$ cat config.mk
export PLATFORM = sky130hd
export DESIGN_NAME = dma_engine
export DESIGN_NICKNAME = d
export VERILOG_FILES = /design/src/hdl/soc_pkg.sv /design/src/hdl/dma_engine.sv
export SDC_FILE = /design/constraint.sdc
export NUM_CORES = 1
export LEC_CHECK = 0
export BUFFER_PORTS_ARGS = -buffer_cell sky130_fd_sc_hd__buf_2
export CAP_MARGIN = 20
export CORE_MARGIN = 4
export CORE_UTILIZATION = 34
export DETAILED_ROUTE_END_ITERATION = 7
export GPL_ROUTABILITY_DRIVEN = 0
export HOLD_SLACK_MARGIN = 0.1
export MAX_ROUTING_LAYER = met4
export PLACE_DENSITY = 0.5
export REMOVE_ABC_BUFFERS = 1
export SLEW_MARGIN = 20
export SYNTH_ARGS = -nofsm -noshare
export SYNTH_HDL_FRONTEND = slang
export SYNTH_SLANG_ARGS = --single-unit
$ cat constraint.sdc
create_clock -name clk200mhz_w -period 5.75 [get_ports clk200mhz_w]
set_input_delay 1.15 -clock clk200mhz_w [delete_from_list [all_inputs] [get_ports clk200mhz_w]]
set_output_delay 1.15 -clock clk200mhz_w [all_outputs]
set_load 0.02 [all_outputs]
$ cat src/hdl/soc_pkg.sv
/*
 * Shared bus types, address map and ids for the peripheral bus fabric.
 * Addresses are word addresses. Every region base is aligned to its size.
 */
package soc_pkg;

	localparam int ARCH_W = 32;
	localparam int ADDR_W = 30;

	typedef logic [ARCH_W-1:0] word_t;
	typedef logic [ADDR_W-1:0] addr_t;
	typedef logic [ARCH_W/8-1:0] sel_t;

	// PerInt op encoding, read-modify-write left out
	typedef enum logic [1:0] {
		PI1_NOP   = 2'b00,
		PI1_WRITE = 2'b01,
		PI1_READ  = 2'b10
	} pi1_op_t;

	typedef struct packed {
		pi1_op_t op;
		addr_t   addr;
		word_t   data;
		sel_t    sel;
	} pi1_req_t;

	typedef struct packed {
		word_t data;
		logic  rdy;
	} pi1_rsp_t;

	localparam addr_t RAM_BASE     = 30'h0000;
	localparam addr_t RAM_WORDS    = 30'd1024;
	localparam addr_t DEVTBL_BASE  = 30'h4000;
	localparam addr_t DEVTBL_WORDS = 30'd16;
	localparam addr_t GPIO_BASE    = 30'h4100;
	localparam addr_t GPIO_WORDS   = 30'd2;
	localparam addr_t DMA_BASE     = 30'h4200;
	localparam addr_t DMA_WORDS    = 30'd4;
	localparam addr_t INTC_BASE    = 30'h4300;
	localparam addr_t INTC_WORDS   = 30'd2;

	// Slave indices, the invalid responder comes last
	localparam int SLV_RAM     = 0;
	localparam int SLV_DEVTBL  = 1;
	localparam int SLV_GPIO    = 2;
	localparam int SLV_DMA     = 3;
	localparam int SLV_INTC    = 4;
	localparam int SLV_INVALID = 5;
	localparam int SLV_COUNT   = 6;

	localparam word_t DEV_ID_RAM     = 32'd1;
	localparam word_t DEV_ID_DEVTBL  = 32'd7;
	localparam word_t DEV_ID_GPIO    = 32'd6;
	localparam word_t DEV_ID_DMA     = 32'd2;
	localparam word_t DEV_ID_INTC    = 32'd3;
	localparam word_t DEV_ID_INVALID = 32'd0;

	localparam logic MST_HOST = 1'b0;
	localparam logic MST_DMA  = 1'b1;

	localparam int IRQ_SRC_GPIO  = 0;
	localparam int IRQ_SRC_DMA   = 1;
	localparam int IRQ_SRC_COUNT = 2;
	typedef logic [IRQ_SRC_COUNT-1:0] irq_vec_t;

	localparam int GPIO_COUNT = 8;
	typedef logic [GPIO_COUNT-1:0] gpio_t;

	localparam word_t INTC_NONE = '1;

	typedef enum logic [1:0] {
		DMA_IDLE,
		DMA_READ,
		DMA_WRITE
	} dma_state_t;

endpackage

$ cat src/hdl/dma_engine.sv
/*
 * One-channel word copy engine. Registers take whole words and ignore byte selects.
 * Register writes are dropped while a copy runs. Status bit 0 is busy, bit 1 the irq.
 */
module dma_engine (
	input  logic              clk200mhz_w,
	input  logic              rst_p,
	input  soc_pkg::pi1_req_t cfg_req_i,
	output soc_pkg::pi1_rsp_t cfg_rsp_o,
	output soc_pkg::pi1_req_t mst_req_o,
	input  soc_pkg::pi1_rsp_t mst_rsp_i,
	output logic              irq_req_o,
	input  logic              irq_ack_i
);

	soc_pkg::dma_state_t state_q;
	soc_pkg::addr_t      src_q;
	soc_pkg::addr_t      dst_q;
	soc_pkg::word_t      cnt_q;
	soc_pkg::word_t      buf_q;
	soc_pkg::word_t      rsp_data_q;
	soc_pkg::word_t      rd_w;
	logic                rdy_q;
	logic                irq_q;
	logic                act_w;
	logic                wr_w;
	logic [1:0]          off_w;

	assign off_w = cfg_req_i.addr[1:0];
	assign act_w = cfg_req_i.op != soc_pkg::PI1_NOP && !rdy_q;
	assign wr_w  = act_w && cfg_req_i.op == soc_pkg::PI1_WRITE
		&& state_q == soc_pkg::DMA_IDLE;

	always_comb begin
		case (off_w)
			2'd0:    rd_w = soc_pkg::word_t'(src_q);
			2'd1:    rd_w = soc_pkg::word_t'(dst_q);
			2'd2:    rd_w = cnt_q;
			default: rd_w = {30'd0, irq_q, state_q != soc_pkg::DMA_IDLE};
		endcase
	end

	// Master side, the op is held straight from the state register
	always_comb begin
		mst_req_o = '0;
		if (state_q == soc_pkg::DMA_READ) begin
			mst_req_o.op   = soc_pkg::PI1_READ;
			mst_req_o.addr = src_q;
			mst_req_o.sel  = '1;
		end else if (state_q == soc_pkg::DMA_WRITE) begin
			mst_req_o.op   = soc_pkg::PI1_WRITE;
			mst_req_o.addr = dst_q;
			mst_req_o.data = buf_q;
			mst_req_o.sel  = '1;
		end
	end

	always_ff @(posedge clk200mhz_w) begin
		if (rst_p) begin
			state_q <= soc_pkg::DMA_IDLE;
			cnt_q   <= '0;
			irq_q   <= 1'b0;
			rdy_q   <= 1'b0;
		end else begin
			rdy_q <= act_w;
			if (irq_ack_i)
				irq_q <= 1'b0;
			case (state_q)
				soc_pkg::DMA_IDLE: begin
					// Writing the count starts the copy
					if (wr_w && off_w == 2'd2) begin
						cnt_q <= cfg_req_i.data;
						if (cfg_req_i.data != '0)
							state_q <= soc_pkg::DMA_READ;
					end
				end
				soc_pkg::DMA_READ: begin
					if (mst_rsp_i.rdy)
						state_q <= soc_pkg::DMA_WRITE;
				end
				soc_pkg::DMA_WRITE: begin
					if (mst_rsp_i.rdy) begin
						cnt_q <= cnt_q - 1'b1;
						if (cnt_q == 32'd1) begin
							state_q <= soc_pkg::DMA_IDLE;
							irq_q   <= 1'b1;
						end else begin
							state_q <= soc_pkg::DMA_READ;
						end
					end
				end
				default: state_q <= soc_pkg::DMA_IDLE;
			endcase
		end
	end

	always_ff @(posedge clk200mhz_w) begin
		if (wr_w && off_w == 2'd0)
			src_q <= cfg_req_i.data[soc_pkg::ADDR_W-1:0];
		if (wr_w && off_w == 2'd1)
			dst_q <= cfg_req_i.data[soc_pkg::ADDR_W-1:0];
		if (state_q == soc_pkg::DMA_READ && mst_rsp_i.rdy)
			buf_q <= mst_rsp_i.data;
		if (state_q == soc_pkg::DMA_WRITE && mst_rsp_i.rdy) begin
			src_q <= src_q + 1'b1;
			dst_q <= dst_q + 1'b1;
		end
		if (act_w)
			rsp_data_q <= rd_w;
	end

	assign cfg_rsp_o = '{data: rsp_data_q, rdy: rdy_q};
	assign irq_req_o = irq_q;

endmodule

==> metrics.txt, run 1 <==
hold_ws 0.510 ns; area leader, netlist edfxtp_1; Peak VDD IR 0.213 mV; die area 29,300 um^2; Final min period 4.39 ns; core box area 26,100 um^2; Max Freq 228 MHz; synth top area cells edfxtp_1, dfxtp_1, nand2_1; Placed Instances 1,405; Gate Count Post-Synth 945; complex-gate fraction of the synthesized area 15.6%; die height 171 um; die width 171 um; CTS tree yes; Iter 0 DRT Violations 629; largest family of logic cells by synthesized area simple AND/OR/NAND/NOR gates; layout cells sized above 1 22.7%; EDFF count, synth 124; antenna viol nets, final 0; max-slew violations 0; PwrDens 430 nW/um^2; First-pass DRT Iterations 5; Rel. slew slack 33.2%; xor-xnor portion of the synthesized cell area 5.03%; max cap viols 0; Total Wirelength 29.9 mm; worst hold path type flop to flop; LEAKAGE 4.05 nW; TritonCTS Sinks 160; hold path start cnt_q[1]; CTS H-tree lvls 4; outcome complete, no violations; clock skew 0.0118 ns; Hold Buf Count CTS 0; Core Rows 59; crit path capture type output port; Slew @ Worst Pin 0.999 ns; Final Instance Area 10,800 um^2; Residual DRC 0; mean area per synthesized cell 9.59 um^2; Critical Path AT 3.24 ns; GR Overflow Total 0; unrepaired setup endpoints after global routing false; Critical Path Source state_q[0]; Post-CTS Setup Bufs 0; routed length per instance 20.7 um; Yosys warning total 0; Seq cells post-synth 160; post-CTS sizing 0; Area Overhead vs Synth 19.7%; register area share after synthesis 49.1%; post-synthesis cell area 9060 um^2; via count 7,937; Clock Root Buffer clkbuf_16; Post-Synth Adder-Cell Area 1.10%; post-synth top area share 41.1%; global-route wire length before repair 46.3 mm; Synth Flop Type edfxtp_1; Initial Util 34.7%; clk_lat worst skew 0.42 ns; number of antenna violations at the first check in global routing 1; CTS clock-pin slew for the worst setup and hold paths 0.07 ns; dpl hpwl 20.4 mm; clk buf depth 2; final setup violation count 0; Synth Area in Simple Gates 21.2%; Final Hold Viols 0; crit-path max FO 39; vias in the first global route 7,836; placed inst area 10,200 um^2; CP required 4.60 ns; fin nets 1,202; Inserted Clock Buffers 17; Design Power 4.66 mW; Post-synth ARST share 0%; CP Launch Type flop; largest net degree at the start of global routing 87; fillers 2,671; IO Count 206; period utilisation layout 76.4%; final non-filler cell total 1,440; commonest non-fill, non-tap cell in the layout buf_2; worst r2r src state_q[0]; port bufs 173; Crit Path Category flop to output port; vias per cell 5.51; commonest cells after routing, fill and taps aside buf_2, edfxtp_1, nand2_1, a21oi_1, o21ai_0; mux cell area share after synthesis 4.05%; GRT Util Overall 20.9%; setup TNS 0 ns; post-synthesis cell type count 69
critical path, cell delays in order, from the launching register on:
cell      delay [ns]
dfxtp_1         0.34
inv_1           0.09
ha_2            0.74
clkinv_1        0.23
nor2_2          0.65
buf_4           0.39
and2_1          0.20
buf_2           0.17
cell type report:
cell class / count / area (um^2) / share of cell area (%)
antenna: 2 / 5.00 / 0.0461
clock buffer: 19 / 433 / 3.99
clock inverter: 13 / 136 / 1.26
inverter: 22 / 82.6 / 0.761
multi-input combinational: 698 / 4300 / 39.7
sequential: 160 / 4440 / 41.0
tap: 335 / 419 / 3.86
timing repair buffer: 191 / 1020 / 9.41
Yosys cell counts (all sizes together) (12+ instances only):
cell type	n
clkbuf	55
nor2	63
xor2	25
mux2i	31
nand4	20
a21oi	74
nor3	17
a31oi	14
and3	12
xnor2	27
inv	21
nor4	25
nand3	30
nand2	122
and2	37
dfxtp	36
edfxtp	124
o21ai	73
per-stage QoR:
| step | worst slack (ns) | util [%] |
|---|---|---|
| floorplan | 0.162 | - |
| global route | 1.04 | 41.5 |
| finish | 1.36 | 41.5 |
| detailed placement | 1.75 | 39.2 |
| global placement | 1.74 | 39.2 |
| CTS | 1.27 | 41.4 |
flip-flops by register name (all words and copies together) (netlist names):
register and flops:
cnt_q 32, irq_req_o 1, src_q 30, buf_q 32, state_q 2, dst_q 30, rsp_data_q 32, rdy_q 1
final timing paths:
check | end | slack [ns] | depth (start not counted)
min reg2reg | cnt_q[1] | 0.51 | 2
max reg2reg | cnt_q[19] | 1.99 | 9
min | cnt_q[1] | 0.51 | 2
max | mst_req_o[4] | 1.36 | 7
where the power goes:
group          total [mW]  switching, mW  internal [mW]  leakage, nW
logic                1.85           1.22          0.631         2.32
clock network        1.14          0.496          0.640        0.271
registers            1.68          0.199           1.48         1.46
kinds of logic (layout without fill, tap and decap cells):
kind of cell,Yosys count,in the layout
AND/OR/NAND/NOR,373,373
AO/OA/AOI/OAI,231,231
flip-flops,160,160
buffers and inverters,87,245
XOR/XNOR,52,52
multiplexers,34,34
adder cells (fa/ha/maj),8,8
other,0,2
per-layer routing:
layer | global-route usage, % | up-vias | wire length [um]
met2 | 31.5 | 301 | 13500
met4 | 4.79 | 0 | 481
met3 | 4.85 | 26 | 2150
li1 | - | 3805 | -
met5 | - | - | 0
met1 | 29.0 | 3805 | 13800
Note: power is estimated with default switching activity, not from simulation.
==> inputs of run 2 (changes only) <==
==> constraint.sdc (replaced) <==
create_clock -name clk200mhz_w -period 4.5 [get_ports clk200mhz_w]
set_input_delay 0.9 -clock clk200mhz_w [delete_from_list [all_inputs] [get_ports clk200mhz_w]]
set_output_delay 0.9 -clock clk200mhz_w [all_outputs]
set_load 0.02 [all_outputs]
==> metrics.txt, run 2 (synthesized netlist as in run 1, its figures left out) <==
clk_lat worst skew 0.44 ns (+0.02 ns); Rel. slew slack 30.2% (-3.0 points); Clock power frac 25.4% (+1.0 points); via count 8,040 (+1.3%); Residual DRC 0 (unchanged); Crit Path Category flop to output port; LEAKAGE 4.08 nW (+0.65%); TritonCTS Sinks 160 (unchanged); NetSw 2.43 mW (+27%); GR Util met2 32.5% (+1.0 points); vias per cell 5.58 (+1.2%); Hold Buf Count CTS 0 (unchanged); die height 171 um (unchanged); Slew @ Worst Pin 1.04 ns (+0.0403 ns); M1 GR Usage 29.3% (+0.33 points); core box area 26,100 um^2 (unchanged); worst hold path type flop to flop; Peak VDD IR 0.227 mV (+6.4%); Inserted Clock Buffers 17 (unchanged); setup TNS 0 ns (unchanged); gr busiest metal met2; clk buf depth 2 (unchanged); biggest regs buf_q (32), cnt_q (32), rsp_data_q (32); final setup violation count 0 (unchanged); Post-CTS Setup Bufs 0 (unchanged); Clock Root Buffer clkbuf_16; met3 Resource Use GR 3.95% (-0.90 points); period utilisation layout 72.6%; global-route wire length before repair 46.9 mm (+1.4%); largest net degree at the start of global routing 87 (unchanged); Critical Path AT 2.37 ns (-0.87 ns); Iter 0 DRT Violations 708 (+13%); Seq pwr share 35.3% (-0.6 points); post-CTS sizing 0 (unchanged); fin nets 1,203 (+0.083%); die width 171 um (unchanged); die area 29,300 um^2 (unchanged); P_int 3.64 mW (+32%); unrepaired setup endpoints after global routing false; crit path capture type output port; Final Hold Viols 0 (unchanged); max-slew violations 0 (unchanged); port bufs 173 (unchanged); dpl hpwl 20.6 mm (+1.2%); Area Overhead vs Synth 20.3%; commonest cells after routing, fill and taps aside buf_2, edfxtp_1, nand2_1, a21oi_1, o21ai_0; max cap viols 0 (unchanged); Final Core Density 41.7% (+0.20 points); routed length per instance 21.1 um (+1.6%); Design Power 6.07 mW (+30%); Initial Util 34.7% (unchanged); pre-CTS setup slack 1.32 ns (-0.431 ns); hold_ws 0.508 ns (-0.00137 ns); crit-path max FO 32 (-18%); vias in the first global route 7,998 (+2.1%); GRT Util Overall 21.4% (+0.47 points); CP required 3.60 ns (-1.00 ns); IO Count 206 (unchanged); Comb power frac 39.2% (-0.5 points); Setup WS post-layout 1.23 ns (-0.122 ns); Total Wirelength 30.4 mm (+1.7%); PwrDens 557 nW/um^2 (+29%); switch share 40.1% (-1.0 points); Max Freq 306 MHz; outcome complete, no violations; CTS tree yes; antenna viol nets, final 0 (unchanged); First-pass DRT Iterations 7 (+2); Final min period 3.27 ns; Placed Instances 1,407 (+0.14%); CTS H-tree lvls 4 (unchanged); Core Rows 59 (unchanged); Final Instance Area 10,900 um^2 (+0.48%); CTS clock-pin slew for the worst setup and hold paths 0.07 ns (about the same); layout cells sized above 1 22.3% (-0.38 points); final non-filler cell total 1,442 (+0.14%); number of antenna violations at the first check in global routing 3 (+2); clock skew 0.0224 ns (+0.0106 ns); GR Overflow Total 0 (unchanged); commonest non-fill, non-tap cell in the layout buf_2; placed inst area 10,300 um^2 (+0.46%); CP Launch Type flop
[run 2: worst paths after layout]
kind                    from            to  slack (ns)  cells after the start
setup reg to reg  state_q[0]     dst_q[23]        1.48                      6
setup / recovery  state_q[0]  mst_req_o[4]        1.23                      7
hold reg to reg     cnt_q[1]      cnt_q[1]        0.51                      2
hold / removal      cnt_q[1]      cnt_q[1]        0.51                      2
[run 2: area by class of cell]
type / instances / area [um^2]
timing repair buffer: 192 / 1040
fill: 2615 / 15200
inverter: 22 / 82.6
antenna: 3 / 7.51
sequential: 160 / 4440
clock inverter: 9 / 141
clock buffer: 23 / 458
tap: 335 / 419
multi-input combinational: 698 / 4300
[run 2: power groups by stage]
stage               registers (mW)  clock network [mW]  logic [mW]
floorplan                     2.15                   0        1.51
global placement              2.17                   0        2.36
detailed placement            2.17                   0        2.37
CTS                           2.14                1.58        2.39
global route                  2.18                1.63        2.61
finish                        2.14                1.54        2.38
[run 2: worst max-delay path, cell delays in order, from the launching register on]
cell      delay [ns]
dfxtp_1         0.34
inv_1           0.09
ha_2            0.19
clkinv_1        0.11
nor2_2          0.58
buf_12          0.26
and2_1          0.17
buf_2           0.18
[run 2: metal layers]
metal / wire (um) / vias up
met4: 643 / 0
li1: - / 3819
met1: 14000 / 3872
met2: 13600 / 317
met5: 0 / -
met3: 2120 / 32
==> inputs of run 3 (changes only) <==
--- a/config.mk
+++ b/config.mk
@@ -13,7 +13,7 @@
 export GPL_ROUTABILITY_DRIVEN = 0
 export HOLD_SLACK_MARGIN = 0.1
 export MAX_ROUTING_LAYER = met4
-export PLACE_DENSITY = 0.5
+export PLACE_DENSITY = 0.53
 export REMOVE_ABC_BUFFERS = 1
 export SLEW_MARGIN = 20
 export SYNTH_ARGS = -nofsm -noshare
==> constraint.sdc (replaced) <==
create_clock -name clk200mhz_w -period 2.97 [get_ports clk200mhz_w]
set_input_delay 0.594 -clock clk200mhz_w [delete_from_list [all_inputs] [get_ports clk200mhz_w]]
set_output_delay 0.594 -clock clk200mhz_w [all_outputs]
set_load 0.02 [all_outputs]
==> metrics.txt, run 3 (synthesized netlist as in run 1, its figures left out) <==
dpl hpwl 21.2 mm (+3.0%); Area Overhead vs Synth 22.3%; port bufs 173 (unchanged); antenna viol nets, final 0 (unchanged); CP Launch Type flop; worst hold path type input port to flop; die height 171 um (unchanged); CTS tree yes; LEAKAGE 4.19 nW (+2.6%); Critical Path Source state_q[1]; die area 29,300 um^2 (unchanged); clock skew 0.0105 ns (-0.0119 ns); biggest regs buf_q (32), cnt_q (32), rsp_data_q (32); Reg2Reg Setup Slack 0.37 ns (-1.11 ns); die width 171 um (unchanged); Critical Path AT 2.11 ns (-0.26 ns); GR Overflow Total 0 (unchanged); CTS H-tree lvls 4 (unchanged); fillers 2,620 (+0.19%); fin nets 1,226 (+1.9%); commonest non-fill, non-tap cell in the layout buf_2; First-pass DRT Iterations 6 (-1); Core Rows 59 (unchanged); global-route wire length before repair 46.0 mm (-1.9%); Reg-to-Reg End cnt_q[30]; max cap viols 0 (unchanged); Clock Root Buffer clkbuf_16; TritonCTS Sinks 160 (unchanged); crit-path max FO 34 (+6.3%); GRT Util Overall 21.0% (-0.41 points); worst r2r src state_q[0]; vias per cell 5.52 (-0.98%); core box area 26,100 um^2 (unchanged); final non-filler cell total 1,468 (+1.8%); layout cells sized above 1 24.0% (+1.7 points); vias in the first global route 7,836 (-2.0%); M1 GR Usage 28.4% (-0.92 points); Final Hold Viols 0 (unchanged); max-slew violations 0 (unchanged); clk_lat worst skew 0.43 ns (about the same); Iter 0 DRT Violations 624 (-12%); GR Util met2 31.4% (-1.1 points); Placed Instances 1,430 (+1.6%); Hold Buf Count CTS 0 (unchanged); Inserted Clock Buffers 17 (unchanged); number of antenna violations at the first check in global routing 7 (+4); Slew @ Worst Pin 0.938 ns (-0.101 ns); hold_ws 0.336 ns (-0.173 ns); outcome complete, no violations; Total Wirelength 30.1 mm (-1.0%); largest net degree at the start of global routing 87 (unchanged); unrepaired setup endpoints after global routing false; post-CTS sizing 0 (unchanged); Initial Util 34.7% (unchanged); commonest cells after routing, fill and taps aside buf_2, edfxtp_1, nand2_1, a21oi_1, o21ai_0; Final min period 2.70 ns; CTS clock-pin slew for the worst setup and hold paths 0.07 ns (about the same); reg2reg path depth 7 (+1); Rel. slew slack 37.5% (+7.3 points); routed length per instance 20.5 um (-2.8%); gr busiest metal met2; via count 8,105 (+0.81%); final setup violation count 0 (unchanged); Setup crit end mst_req_o[23]; period utilisation layout 91.0%; clk buf depth 2 (unchanged); met3 Resource Use GR 5.24% (+1.3 points); Post-CTS Setup Bufs 0 (unchanged); Max Freq 370 MHz; Peak VDD IR 0.353 mV (+55%); IO Count 206 (unchanged); CP required 2.38 ns (-1.22 ns); crit path capture type output port; Residual DRC 0 (unchanged); PwrDens 844 nW/um^2 (+52%); Crit Path Category flop to output port
==> run 3: power breakdown <==
part           internal (mW)  switching (mW)  leakage (nW)
Combinational           1.39            2.42          2.44
Sequential              2.86           0.381          1.46
Clock                   1.40           0.914         0.290
Total                   5.64            3.72          4.19
==> run 3: layout make-up <==
class	instances	area [um^2]	share of cell area, %
diodes	8	20.0	0.181
clock buffers	19	433	3.91
clock inverters	11	163	1.47
inverters	22	82.6	0.745
multi-input cells	698	4290	38.7
flip-flops and latches	160	4440	40.1
well taps	335	419	3.78
repair buffers	215	1230	11.1
==> run 3: worst min path at each step <==
stage                      start        to  cells after the start
floorplan               cnt_q[1]  cnt_q[1]                      2
global placement        cnt_q[1]  cnt_q[1]                      2
detailed placement      cnt_q[1]  cnt_q[1]                      2
CTS                 mst_rsp_i[3]  buf_q[2]                      1
global route        mst_rsp_i[5]  buf_q[4]                      1
finish              mst_rsp_i[3]  buf_q[2]                      1
==> run 3: layer usage <==
layer  vias up  wire length, um
li1       3870                -
met1      3845            13400
met2       342            13300
met3        48             2690
met4         0              719
met5         -                0
==> run 3: stage by stage <==
step | cell area [um^2] | setup TNS, ns | power (mW) | utilization, % | setup slack [ns]
final | 11100 | 0 | 9.36 | 42.4 | 0.267
after global routing | 11100 | 0 | 9.89 | 42.4 | 0.0731
after CTS | 11100 | 0 | 9.39 | 42.3 | 0.216
after detailed placement | 10500 | 0 | 7.06 | 40.1 | 0.423
after global placement | 10500 | 0 | 7.04 | 40.1 | 0.444
after floorplan | 8780 | -263.64 | 5.55 | - | -2.08
==> run 3: worst max-delay path: stages (launching register included) <==
cell	delay, ns
dfxtp_1	0.33
inv_1	0.10
ha_2	0.56
nor2_2	0.07
buf_4	0.24
and2_1	0.21
buf_2	0.16
